### config.mk
export PLATFORM = sky130hd
export DESIGN_NAME = fma_top
export DESIGN_NICKNAME = d
export VERILOG_FILES = /design/src/fma_pkg.sv /design/src/fma_unpack.sv /design/src/fma_booth_mul.sv /design/src/fma_addend_align.sv /design/src/fma_add.sv /design/src/fma_normalize.sv /design/src/fma_round.sv /design/src/fma_top.sv
export SDC_FILE = /design/constraint.sdc
export NUM_CORES = 2
export LEC_CHECK = 0
export ABC_AREA = 1
export BUFFER_PORTS_ARGS = -buffer_cell sky130_fd_sc_hd__buf_2
export CAP_MARGIN = 20
export CORE_UTILIZATION = 40
export CTS_BUF_LIST = sky130_fd_sc_hd__clkbuf_2
export CTS_CLUSTER_SIZE = 30
export DETAILED_ROUTE_END_ITERATION = 12
export PLACE_DENSITY = 0.64
export SYNTH_ARGS = -nofsm -noshare
export SYNTH_HDL_FRONTEND = slang
export SYNTH_HIERARCHICAL = 1
export SYNTH_SLANG_ARGS = --single-unit
### constraint.sdc
create_clock -name clk -period 16.6 [get_ports clk]
set_input_delay 3.32 -clock clk [delete_from_list [all_inputs] [get_ports clk]]
set_output_delay 3.32 -clock clk [all_outputs]
set_load 0.01 [all_outputs]
### src/fma_pkg.sv
// fma shared types and constants
package fma_pkg;

   typedef logic [31:0] float_t;
   typedef logic [7:0]  exp_t;
   typedef logic [23:0] man_t;
   typedef logic [47:0] prod_t;
   typedef logic [74:0] frame_t;
   typedef logic [75:0] wide_t;
   typedef logic [26:0] rman_t;
   typedef logic [6:0]  lz_t;

   localparam int EXP_BIAS = 127;

   // addend shifts past these switch to concatenate mode
   localparam int FAR_RIGHT_LIMIT = 47;
   localparam int FAR_LEFT_LIMIT  = 28;

   // frame msb sits 29 places above the product exponent
   localparam int NORM_OFFSET = 29;

   typedef struct packed {
      logic valid;
      man_t man_a;
      man_t man_b;
      man_t man_c;
      exp_t prod_exp;
      exp_t exp_c;
      exp_t shift;
      logic shift_right;
      logic sign_ab;
      logic eff_sub;
   } unpack_t;

   typedef struct packed {
      logic   valid;
      frame_t addend;
      logic   add_mode;
      logic   shift_right;
      exp_t   prod_exp;
      exp_t   exp_c;
      logic   sign_ab;
      logic   eff_sub;
   } align_t;

   typedef struct packed {
      logic  valid;
      wide_t mag;
      logic  sign;
      logic  add_mode;
      logic  shift_right;
      exp_t  prod_exp;
      exp_t  exp_c;
   } sum_t;

   typedef struct packed {
      logic  valid;
      rman_t rman;
      logic  sign;
      logic  add_mode;
      logic  shift_right;
      exp_t  prod_exp;
      exp_t  exp_c;
      // two's complement adjustment
      exp_t  exp_adj;
   } norm_t;

endpackage

### src/fma_unpack.sv
// operand unpack stage
module fma_unpack (
   input  logic             clk,
   input  logic             rst_n,
   input  logic             in_valid,
   input  fma_pkg::float_t  in_a,
   input  fma_pkg::float_t  in_b,
   input  fma_pkg::float_t  in_c,
   output fma_pkg::unpack_t stage1
);
   import fma_pkg::*;

   logic signed [9:0] exp_ab;
   logic signed [9:0] prod_exp_s;
   logic signed [9:0] diff;
   logic        [9:0] diff_mag;
   unpack_t           stage1_d;

   // subnormal inputs share the minimum exponent
   function automatic logic signed [9:0] true_exp(input exp_t e);
      if (e == '0) begin
         return -10'sd126;
      end
      return $signed({2'b00, e}) - 10'(EXP_BIAS);
   endfunction

   function automatic man_t hidden_man(input float_t f);
      return {|f[30:23], f[22:0]};
   endfunction

   always_comb begin
      exp_ab     = true_exp(in_a[30:23]) + true_exp(in_b[30:23]);
      prod_exp_s = exp_ab + 10'(EXP_BIAS);
      diff       = true_exp(in_c[30:23]) - exp_ab;
      diff_mag   = diff[9] ? unsigned'(-diff) : unsigned'(diff);

      stage1_d.valid    = in_valid;
      stage1_d.man_a    = hidden_man(in_a);
      stage1_d.man_b    = hidden_man(in_b);
      stage1_d.man_c    = hidden_man(in_c);
      stage1_d.prod_exp = prod_exp_s[9] ? '0 : prod_exp_s[7:0];
      stage1_d.exp_c    = in_c[30:23];
      // saturate, anything this far is concatenate mode
      stage1_d.shift       = (diff_mag > 10'd255) ? 8'hff : diff_mag[7:0];
      stage1_d.shift_right = diff[9];
      stage1_d.sign_ab     = in_a[31] ^ in_b[31];
      stage1_d.eff_sub     = in_a[31] ^ in_b[31] ^ in_c[31];
   end

   always_ff @(posedge clk or negedge rst_n) begin
      if (!rst_n) begin
         stage1 <= '0;
      end else begin
         stage1 <= stage1_d;
      end
   end

endmodule

### src/fma_booth_mul.sv
// booth radix-4 mantissa multiplier
module fma_booth_mul (
   input  logic             clk,
   input  logic             rst_n,
   input  fma_pkg::unpack_t stage1,
   output fma_pkg::prod_t   product
);
   import fma_pkg::*;

   typedef logic [49:0] row_t;

   logic [26:0] mb_ext;
   row_t        pp [13];
   row_t        l1 [8];
   row_t        l2 [4];
   row_t        l3 [4];
   row_t        l4 [2];
   row_t        l5 [2];
   row_t        fin [2];
   row_t        sum_full;

   function automatic row_t booth_pp(input man_t a, input logic [2:0] code, input int pos);
      row_t one;
      row_t two;
      one = row_t'(a);
      two = row_t'(a) << 1;
      case (code)
         3'b001, 3'b010: return one << pos;
         3'b011:         return two << pos;
         3'b100:         return (~two + 1'b1) << pos;
         3'b101, 3'b110: return (~one + 1'b1) << pos;
         default:        return '0;
      endcase
   endfunction

   // 3:2 compressor, carry row on top
   function automatic logic [99:0] csa(input row_t x, input row_t y, input row_t z);
      row_t s;
      row_t c;
      s = x ^ y ^ z;
      c = ((x & y) | (y & z) | (x & z)) << 1;
      return {c, s};
   endfunction

   always_comb begin
      // two zero digits on top keep the multiplier unsigned
      mb_ext = {2'b00, stage1.man_b, 1'b0};
      for (int i = 0; i < 13; i++) begin
         pp[i] = booth_pp(stage1.man_a, mb_ext[2*i +: 3], 2 * i);
      end
   end

   assign {l1[1], l1[0]} = csa(pp[0], pp[1], pp[2]);
   assign {l1[3], l1[2]} = csa(pp[3], pp[4], pp[5]);
   assign {l1[5], l1[4]} = csa(pp[6], pp[7], pp[8]);
   assign {l1[7], l1[6]} = csa(pp[9], pp[10], pp[11]);

   assign {l2[1], l2[0]} = csa(l1[0], l1[1], l1[2]);
   assign {l2[3], l2[2]} = csa(l1[3], l1[4], l1[5]);

   assign {l3[1], l3[0]} = csa(l2[0], l2[1], l2[2]);
   assign {l3[3], l3[2]} = csa(l2[3], l1[6], l1[7]);

   assign {l4[1], l4[0]} = csa(l3[0], l3[1], l3[2]);
   assign {l5[1], l5[0]} = csa(l4[0], l4[1], l3[3]);

   // last partial product joins at the final compressor
   assign {fin[1], fin[0]} = csa(l5[0], l5[1], pp[12]);
   assign sum_full = fin[0] + fin[1];

   // hold the product between operations
   always_ff @(posedge clk or negedge rst_n) begin
      if (!rst_n) begin
         product <= '0;
      end else if (stage1.valid) begin
         product <= sum_full[47:0];
      end
   end

endmodule

### src/fma_addend_align.sv
// addend alignment stage
module fma_addend_align (
   input  logic             clk,
   input  logic             rst_n,
   input  fma_pkg::unpack_t stage1,
   output fma_pkg::align_t  stage2
);
   import fma_pkg::*;

   frame_t ext_c;
   logic   far_right;
   logic   far_left;
   align_t stage2_d;

   always_comb begin
      // c lsb lines up with product bit 23 at equal exponents
      ext_c     = {28'b0, stage1.man_c, 23'b0};
      far_right = stage1.shift_right && (stage1.shift > exp_t'(FAR_RIGHT_LIMIT));
      far_left  = !stage1.shift_right && (stage1.shift > exp_t'(FAR_LEFT_LIMIT));

      if (stage1.shift_right) begin
         stage2_d.addend = ext_c >> stage1.shift;
      end else if (far_left) begin
         stage2_d.addend = {1'b0, stage1.man_c, 50'b0};
      end else begin
         stage2_d.addend = ext_c << stage1.shift;
      end

      stage2_d.valid       = stage1.valid;
      stage2_d.add_mode    = !(far_right || far_left);
      stage2_d.shift_right = stage1.shift_right;
      stage2_d.prod_exp    = stage1.prod_exp;
      stage2_d.exp_c       = stage1.exp_c;
      stage2_d.sign_ab     = stage1.sign_ab;
      stage2_d.eff_sub     = stage1.eff_sub;
   end

   always_ff @(posedge clk or negedge rst_n) begin
      if (!rst_n) begin
         stage2 <= '0;
      end else begin
         stage2 <= stage2_d;
      end
   end

endmodule

### src/fma_add.sv
// signed 76-bit add stage
module fma_add (
   input  logic            clk,
   input  logic            rst_n,
   input  fma_pkg::prod_t  product,
   input  fma_pkg::align_t stage2,
   output fma_pkg::sum_t   stage3
);
   import fma_pkg::*;

   logic  far_left;
   wide_t prod_ext;
   wide_t addend_ext;
   wide_t sum;
   sum_t  stage3_d;

   always_comb begin
      far_left = !stage2.add_mode && !stage2.shift_right;
      // far-left product lies below the round position of c
      prod_ext = far_left ? '0 : {28'b0, product};
      // invert plus carry-in gives the negated addend
      addend_ext = stage2.eff_sub ? {1'b1, ~stage2.addend} : {1'b0, stage2.addend};
      sum        = prod_ext + addend_ext + wide_t'(stage2.eff_sub);

      stage3_d.valid       = stage2.valid;
      stage3_d.mag         = sum[75] ? -sum : sum;
      stage3_d.sign        = stage2.sign_ab ^ sum[75];
      stage3_d.add_mode    = stage2.add_mode;
      stage3_d.shift_right = stage2.shift_right;
      stage3_d.prod_exp    = stage2.prod_exp;
      stage3_d.exp_c       = stage2.exp_c;
   end

   always_ff @(posedge clk or negedge rst_n) begin
      if (!rst_n) begin
         stage3 <= '0;
      end else begin
         stage3 <= stage3_d;
      end
   end

endmodule

### src/fma_normalize.sv
// leading-zero normalize stage
module fma_normalize (
   input  logic          clk,
   input  logic          rst_n,
   input  fma_pkg::sum_t stage3,
   output fma_pkg::norm_t stage4
);
   import fma_pkg::*;

   lz_t        lz;
   logic [8:0] cap;
   lz_t        applied;
   wide_t      shifted;
   norm_t      stage4_d;

   // priority encoder, highest set bit wins
   always_comb begin
      lz = lz_t'(76);
      for (int i = 0; i < 76; i++) begin
         if (stage3.mag[i]) begin
            lz = lz_t'(75 - i);
         end
      end
   end

   always_comb begin
      // keep the result exponent from going below zero
      cap     = {1'b0, stage3.prod_exp} + 9'(NORM_OFFSET);
      applied = ({2'b00, lz} > cap) ? cap[6:0] : lz;
      shifted = stage3.mag << applied;

      stage4_d.valid = stage3.valid;
      // everything under the round bit folds into sticky
      stage4_d.rman        = {shifted[75:50], |shifted[49:0]};
      stage4_d.sign        = stage3.sign;
      stage4_d.add_mode    = stage3.add_mode;
      stage4_d.shift_right = stage3.shift_right;
      stage4_d.prod_exp    = stage3.prod_exp;
      stage4_d.exp_c       = stage3.exp_c;
      stage4_d.exp_adj     = exp_t'(NORM_OFFSET) - {1'b0, applied};
   end

   always_ff @(posedge clk or negedge rst_n) begin
      if (!rst_n) begin
         stage4 <= '0;
      end else begin
         stage4 <= stage4_d;
      end
   end

endmodule

### src/fma_round.sv
// round to nearest even stage
module fma_round (
   input  logic            clk,
   input  logic            rst_n,
   input  fma_pkg::norm_t  stage4,
   output logic            out_valid,
   output fma_pkg::float_t out_result
);
   import fma_pkg::*;

   logic        far_left;
   logic        guard;
   logic        round_bit;
   logic        sticky;
   man_t        man;
   logic        round_up;
   logic [24:0] man_inc;
   exp_t        exp_final;
   float_t      result_d;

   always_comb begin
      far_left = !stage4.add_mode && !stage4.shift_right;
      man      = stage4.rman[26:3];
      // far-left result is c itself, nothing to round
      guard     = far_left ? 1'b0 : stage4.rman[2];
      round_bit = far_left ? 1'b0 : stage4.rman[1];
      sticky    = far_left ? 1'b0 : stage4.rman[0];

      // ties go to the even mantissa
      round_up = guard && (round_bit || sticky || man[0]);
      man_inc  = {1'b0, man} + 25'(round_up);

      // carry out leaves an all-zero mantissa one binade up
      if (far_left) begin
         exp_final = stage4.exp_c + exp_t'(man_inc[24]);
      end else begin
         exp_final = stage4.prod_exp + stage4.exp_adj + exp_t'(man_inc[24]);
      end

      result_d = {stage4.sign, exp_final, man_inc[22:0]};
   end

   always_ff @(posedge clk or negedge rst_n) begin
      if (!rst_n) begin
         out_valid  <= 1'b0;
         out_result <= '0;
      end else begin
         out_valid  <= stage4.valid;
         out_result <= result_d;
      end
   end

endmodule

### src/fma_top.sv
// pipelined fused multiply-add
module fma_top (
   input  logic            clk,
   input  logic            rst_n,
   input  logic            in_valid,
   input  fma_pkg::float_t in_a,
   input  fma_pkg::float_t in_b,
   input  fma_pkg::float_t in_c,
   output logic            out_valid,
   output fma_pkg::float_t out_result
);
   import fma_pkg::*;

   unpack_t stage1;
   prod_t   product;
   align_t  stage2;
   sum_t    stage3;
   norm_t   stage4;

   fma_unpack u_unpack (
      .clk      (clk),
      .rst_n    (rst_n),
      .in_valid (in_valid),
      .in_a     (in_a),
      .in_b     (in_b),
      .in_c     (in_c),
      .stage1   (stage1)
   );

   // stage 2 runs the multiplier and the alignment side by side
   fma_booth_mul u_mul (
      .clk     (clk),
      .rst_n   (rst_n),
      .stage1  (stage1),
      .product (product)
   );

   fma_addend_align u_align (
      .clk    (clk),
      .rst_n  (rst_n),
      .stage1 (stage1),
      .stage2 (stage2)
   );

   fma_add u_add (
      .clk     (clk),
      .rst_n   (rst_n),
      .product (product),
      .stage2  (stage2),
      .stage3  (stage3)
   );

   fma_normalize u_norm (
      .clk    (clk),
      .rst_n  (rst_n),
      .stage3 (stage3),
      .stage4 (stage4)
   );

   fma_round u_round (
      .clk        (clk),
      .rst_n      (rst_n),
      .stage4     (stage4),
      .out_valid  (out_valid),
      .out_result (out_result)
   );

endmodule

Yosys cells after proc, flatten, opt, wreduce, memory -nomap -nowiden
Cells that the tools add are included.
- bits in registers: 428
- output and inout bits: 33
- word-level logic and storage cells: 368
- $add $sub $neg: 19
- $lt $le $gt $ge: 4
- equality and inequality tests: 69
- shifts and indexed selects: 3
- mux-type cells: 111
- bitwise gates (word level): 83
- reduce and logical (&&, ||, !) cells: 43
- operators by type and width (cell ; number):
    48-bit case mux with 4 select lines ; 11
    47-bit AND ; 33
    48-bit XOR ; 22
    47-bit bitwise OR ; 22
    7-bit 2-to-1 mux ; 76
    76-bit 2-to-1 mux ; 2
    75-bit 2-to-1 mux ; 2
    48-bit case mux with 3 select lines ; 1
    3-bit == test (second input constant) ; 33
    48-bit by 1-bit adder with 48-bit output (second input constant) ; 2
    48-bit 2-to-1 mux ; 2
    76-bit by 1-bit adder with 76-bit output ; 1
    76-bit adder ; 1
    76-bit negator ; 1
    76-bit by 7-bit << shifter with 76-bit output ; 1
    75-bit inverter ; 1
    47-bit by 8-bit << shifter with 75-bit output ; 1
    47-bit by 8-bit >> shifter with 75-bit output ; 1
    10-bit 2-to-1 mux ; 7
    3-bit by 2-bit == test with 1-bit output (second input constant) ; 22
    50-bit OR reduction ; 1
    48-bit adder ; 1
    24-bit inverter with 48-bit output ; 1
    25-bit inverter with 48-bit output ; 1
    27 further kinds ; 86

Depth between registers and ports, before layout
- depth in word-level cells: 80
- mapped depth: 101
- depth with buffers taken out: 100

By module
The synthesis kept the hierarchy.
- by module, submodules not included (module ; times used ; cells an instance ; area an instance (um^2)):
    fma_booth_mul ; 1 ; 2880 ; 21217.8
    fma_add ; 1 ; 2364 ; 12758.5
    fma_normalize ; 1 ; 1541 ; 8162.8
    fma_addend_align ; 1 ; 919 ; 6383.6
    fma_unpack ; 1 ; 482 ; 4704.5
    fma_round ; 1 ; 261 ; 2045.7

Least setup slack after synthesis
Ideal clock, no wire load.
- path type: register -> register
- start point: register u_unpack/stage1[75] (netlist name)
- end point: register u_mul.product[41]
- setup time: 0.117 ns
- arrival time: 7.210 ns
- data required time: 16.483 ns
- setup slack: 9.273 ns
- cell stages (with the launch flop): 35
- buffers on the path: 2
- clock period less this slack: 7.327 ns
- path through: dfrtp_1 -> inv_2 -> clkbuf_1 -> ha_1 -> nand2_2 -> nor2_8 -> inv_2 -> nor3_1 -> nand4_1 -> nor2_1 -> xor2_1 -> inv_2 -> buf_6 -> a21oi_1 -> o21ai_0 -> fa_1 -> inv_1 -> fa_1 -> fa_1 -> fa_1 -> fa_1 -> fa_1 -> inv_1 -> ha_1 -> a21oi_1 -> inv_1 -> a31oi_1 -> o211ai_1 -> a21oi_1 -> o21ai_0 -> nand2_1 -> nand3_1 -> or2_2 -> nand3_1 -> nand2_1
- word-level cells in the longest chain between the ends: 22
- elaborated cells between the ends (all ways): 95
- those cells by class: 3 x add/sub; 13 x mux; 79 x bitwise
- RTL lines (element ; line ; source):
    24-bit inverter with 48-bit output or 25-bit inverter with 48-bit output (tied branches) ; fma_booth_mul.sv:31, fma_booth_mul.sv:30 ;
    48-bit by 1-bit adder with 48-bit output (on tied branches) ; fma_booth_mul.sv:31, fma_booth_mul.sv:30 ;
    48-bit case mux with 4 select lines or 48-bit case mux with 3 select lines (tied branches) ; fma_booth_mul.sv:27 ; case (code)
    47-bit AND ; fma_booth_mul.sv:41 ; c = ((x & y) | (y & z) | (x & z)) << 1;
    47-bit bitwise OR (2 in a row) ; fma_booth_mul.sv:41 ;
    47-bit AND ; fma_booth_mul.sv:41 ;
    47-bit bitwise OR (2 in a row) ; fma_booth_mul.sv:41 ;
    47-bit AND ; fma_booth_mul.sv:41 ;
    47-bit bitwise OR (2 in a row) ; fma_booth_mul.sv:41 ;
    47-bit AND ; fma_booth_mul.sv:41 ;
    47-bit bitwise OR (2 in a row) ; fma_booth_mul.sv:41 ;
    47-bit AND ; fma_booth_mul.sv:41 ;
    47-bit bitwise OR (2 in a row) ; fma_booth_mul.sv:41 ;
    47-bit AND ; fma_booth_mul.sv:41 ;
    47-bit bitwise OR (2 in a row) ; fma_booth_mul.sv:41 ;
    48-bit adder * ; fma_booth_mul.sv:69 ; assign sum_full = fin[0] + fin[1];
    end signal, assigned ; fma_booth_mul.sv:76 ; product <= sum_full[47:0];
    end, declared ; fma_booth_mul.sv:6 ; output fma_pkg::prod_t product
Every way passes the cells marked *; elsewhere a longest branch is shown, timed or not.
A chain may end at the register's enable or synchronous reset.

Final worst setup path
- start point: register u_unpack/stage1[76] (netlist name)
- end point: register u_mul.product[34]
- word-level cells in the longest chain between the ends: 22
- elaborated cells between the ends (all ways): 95
- those cells by class: 3 x add/sub; 13 x mux; 79 x bitwise
- RTL lines (element ; line):
    24-bit inverter with 48-bit output or 25-bit inverter with 48-bit output (tied branches) ; fma_booth_mul.sv:31, fma_booth_mul.sv:30
    48-bit by 1-bit adder with 48-bit output (on tied branches) ; fma_booth_mul.sv:31, fma_booth_mul.sv:30
    48-bit case mux with 4 select lines or 48-bit case mux with 3 select lines (tied branches) ; fma_booth_mul.sv:27
    47-bit AND ; fma_booth_mul.sv:41
    47-bit bitwise OR (2 in a row) ; fma_booth_mul.sv:41
    47-bit AND ; fma_booth_mul.sv:41
    47-bit bitwise OR (2 in a row) ; fma_booth_mul.sv:41
    47-bit AND ; fma_booth_mul.sv:41
    47-bit bitwise OR (2 in a row) ; fma_booth_mul.sv:41
    47-bit AND ; fma_booth_mul.sv:41
    47-bit bitwise OR (2 in a row) ; fma_booth_mul.sv:41
    47-bit AND ; fma_booth_mul.sv:41
    47-bit bitwise OR (2 in a row) ; fma_booth_mul.sv:41
    47-bit AND ; fma_booth_mul.sv:41
    47-bit bitwise OR (2 in a row) ; fma_booth_mul.sv:41
    48-bit adder * ; fma_booth_mul.sv:69
Marks and branches as above.

==> results <==
- The required time at the worst-slack endpoint is 17.94 ns.
- In this run, the number of DRC markers left after iteration 0 of detailed routing was 7572.
- The worst endpoint data arrival time is 11.23 ns.
- The count of buffers added on input and output ports is 131.
- CTS built an H-tree with a depth of 3.
- The number of antenna violations at the first check in global routing came to 19.
- Dividing the final minimum period by the clock period gives 59.6%.
- Of all nets on the critical path, the largest fanout is 23.
- The beginning of the worst hold path is u_add/stage3[11].
- Counting the buffers created by CTS gives 116.
- From left edge to right edge, the die measures 374 microns.
- Setup repair after global routing left no endpoint under its margin.
- The initial core utilization is 40.3%.
- Clock latency on the worst-skew pair, taken at its later pin, is 1.63 ns.
- The number of antenna-violating nets in the routed design is 0.
- The number of cells upsized or downsized after cts is 0.
- The largest buffer count on any clock path is 3.
- Synthesis instantiated 73 different standard cells from the library.
- The final critical-path setup slack is 6.71 ns.
- After detailed routing, the total wire length is 239000 microns.
- The total of endpoints with negative setup slack in the final report is 0.
- Counting I/O delays and the setup requirement, the final critical path takes 9.89 ns.
- Across the run, the number of max-cap violations was 0.
- Measured in cells, the most critical reg-to-reg path has a length of 28.
- In this run the critical register-to-register path is launched from u_unpack/stage1[76].
- In the synthesized netlist, the number of instances is 8447.
- At the end of routability-driven placement, the weighted congestion stood at 1.07.
- The number of I/O pins is 132.
- The die boundary height is 374 microns.
- The first detailed-routing pass took 13 iterations.
- Entering global routing, the biggest net connects 117 pins.
- Sorting the synthesized cells by area gives the leading types as dfrtp_1, nand2_1, fa_1, inv_1, nand3_1.
- Counting the fill cells in the layout gives 14.8k.
- The flip-flop and latch count after synthesis is 428.
- On the worst path, the slowest cell contributes a delay of 0.93 ns.
- The root buffer cell chosen for the clock tree is clkbuf_2.
- Relative to the synthesized area, the layout overhead comes to 5.62%.
- In the final layout, the multi-input gates occupy 38000 sq um.
- Synthesis produced a netlist with a net count of 9099.
- STA classifies the critical path startpoint as a flop.
- After synthesis, the largest area contributor takes up 19.4% of total cell area.
- The fraction of registers with async set or reset after synthesis is 100%.
- The top achievable clock speed is 101 MHz.
- The type of destination of the critical path is a flop.
- Sequential elements use 19.4% of the synthesized area.
- After clock tree synthesis, the setup repair step added 0 buffers.
- The number of global-route vias before repair is 56.6k.
- The number of hold-repair buffers added at the cts stage is 0.
- Dividing the detail-routed via count by the number of cells gives 5.80.
- On the final layout, the worst clock skew is 0.337 ns.
- In the global route stage, overall resource usage came out at 33.5%.
- The setup TNS after final layout is 0 ns.
- The CTS tree is yes.
- The tightest slew margin relative to the limit is 14.9%.
- After detailed routing, the average wire length per cell comes to 23.2 microns.
- In the synthesized netlist the dominant register cell turns out to be dfrtp_1.
- The commonest cells after synthesis are nand2_1, inv_1, nand3_1.
- The die covers 140000 sq um.
- The remaining global-route overflow is 0.
- The vias after detailed routing is 59.7k.
- The global-route wire length before repair is 355000 microns.
- The total of warnings raised by yosys is 6.
- The count of final max-slew check failures was 0.
- Clock-pin slew was measured on the worst setup and hold paths at 0.11 ns.
- The share of layout cells above drive strength 1 is 8.00%.
- The most critical setup path has its startpoint at u_unpack/stage1[76].
- The most common cell type on the critical path is fa_1.
- Once detailed placement completed, the half-perimeter wirelength came to 185000 microns.
- The critical path class is flop to flop.
- The synthesized cell area is 55300 sq um.
- The critical path's slowest cell is xor2_1.
- The number of endpoints with negative hold slack in the final report is 0.
- The number of synthesized flops with an enable pin is 0.
- For this run, design rule violations remaining after detail routing come to 0.
- The total number of nets in the final design is 9050.
- The average size of a mapped cell is 6.54 sq um.
- Row generation in the floorplan step produced 136 rows.
- Clock tree synthesis found a total of 428 sinks.
- The worst hold path cell count is 0.
- The transition at the pin with the smallest max-transition slack is 1.28 ns.
- The total core area is 137000 sq um.
- nand2_1 is the most common cell in the netlist.
- Timing analysis after detailed placement gives a worst setup slack of 7.27 ns.
- The library cell with the largest summed area after synthesis is dfrtp_1.
- The class of the most critical hold timing path is flop to flop.
- Summing all flip-flop and latch instances after layout gives 10700 sq um.
- The run finished with clean final reports.
==> flip-flops by register name (all words and copies together) (netlist names) <==
name                count
u_round/out_valid       1
u_norm/stage4          55
u_round/out_result     32
u_add/stage3           96
u_align/stage2         96
u_unpack/stage1       100
u_mul/product          48
==> worst paths after layout <==
| check | endpoint | slack (ns) |
|---|---|---|
| setup / recovery | u_mul/product[34] | 6.71 |
| hold / removal | u_norm/stage4[19] | 0.32 |
| setup reg to reg | u_mul/product[34] | 6.71 |
| hold reg to reg | u_norm/stage4[19] | 0.32 |
| max in group asynchronous | u_align/stage2[79] | 12.24 |
| min in group asynchronous | u_unpack/stage1[68] | 1.80 |
==> cells by family (layout without fill, tap and decap cells) <==
kind of cell / after synthesis / after routing / share of synthesized area, %
buf+inv: 1701 / 1738 / 12.1
other cells: 0 / 7 / 0
flops: 428 / 428 / 19.4
xor+xnor: 222 / 222 / 3.56
fa+ha+maj: 553 / 553 / 17.4
simple gates: 4186 / 4186 / 33.0
compound gates: 1349 / 1349 / 14.4
mux: 8 / 8 / 0.145
==> routing by layer <==
metal / track usage [%] / share of wire [%] / vias up
met1: 45.6 / 42 / 28200
li1: - / - / 27300
met5: 0.0686 / 0.040 / -
met2: 49.1 / 41 / 3396
met3: 8.36 / 10 / 744
met4: 16.8 / 5.8 / 12
==> worst max-delay path, delay by kind of cell (launching register included) <==
family	cells	cell delay [ns]
buffers and inverters	5	1.18
flip-flops	1	0.47
adder cells (fa/ha/maj)	8	3.84
AND/OR/NAND/NOR	7	1.35
AO/OA/AOI/OAI	7	1.80
XOR/XNOR	1	0.93
==> layout make-up <==
type | instances | share of cell area, %
repair buffers | 228 | 2.52
multi-input cells | 6318 | 65.0
inverters | 1306 | 8.42
diodes | 7 | 0.0300
clock buffers | 150 | 1.29
clock inverters | 54 | 0.502
flip-flops and latches | 428 | 18.4
well taps | 1794 | 3.84
==> metrics by stage <==
step	instance area (sq um)	std cells	hold slack (ns)	util, %
after floorplan	55300	8447	0.331	-
after global placement	57200	10100	0.334	41.7
after detailed placement	57300	10100	0.335	41.7
after CTS	58300	10300	0.304	42.5
after global routing	58400	10300	0.319	42.5
final	58400	10300	0.317	42.5
==> cell usage in the layout (no fill, tap or decap), drive strengths merged, types with 4 or more instances in the layout <==
master and count:
mux2i 8, buf 228, o21a 7, diode 7, o221ai 54, a221o 30, and2 11, o211ai 37
a21o 5, nand3b 21, a221oi 27, o21bai 11, a21boi 4, or2 34, o31ai 5, nand3 947
ha 191, clkinv 66, nor2 645, a311oi 5, clkbuf 150, nor3 48, xnor2 55, a22oi 15
dfrtp 428, a31oi 35, nand2 2338, nand4 107, o22ai 268, inv 1292, xor2 167, nor4 32
o21ai 487, a21oi 352, fa 362
Power is not shown: default switching activity piles up to over one toggle a cycle in this logic, so the estimate is an artifact.
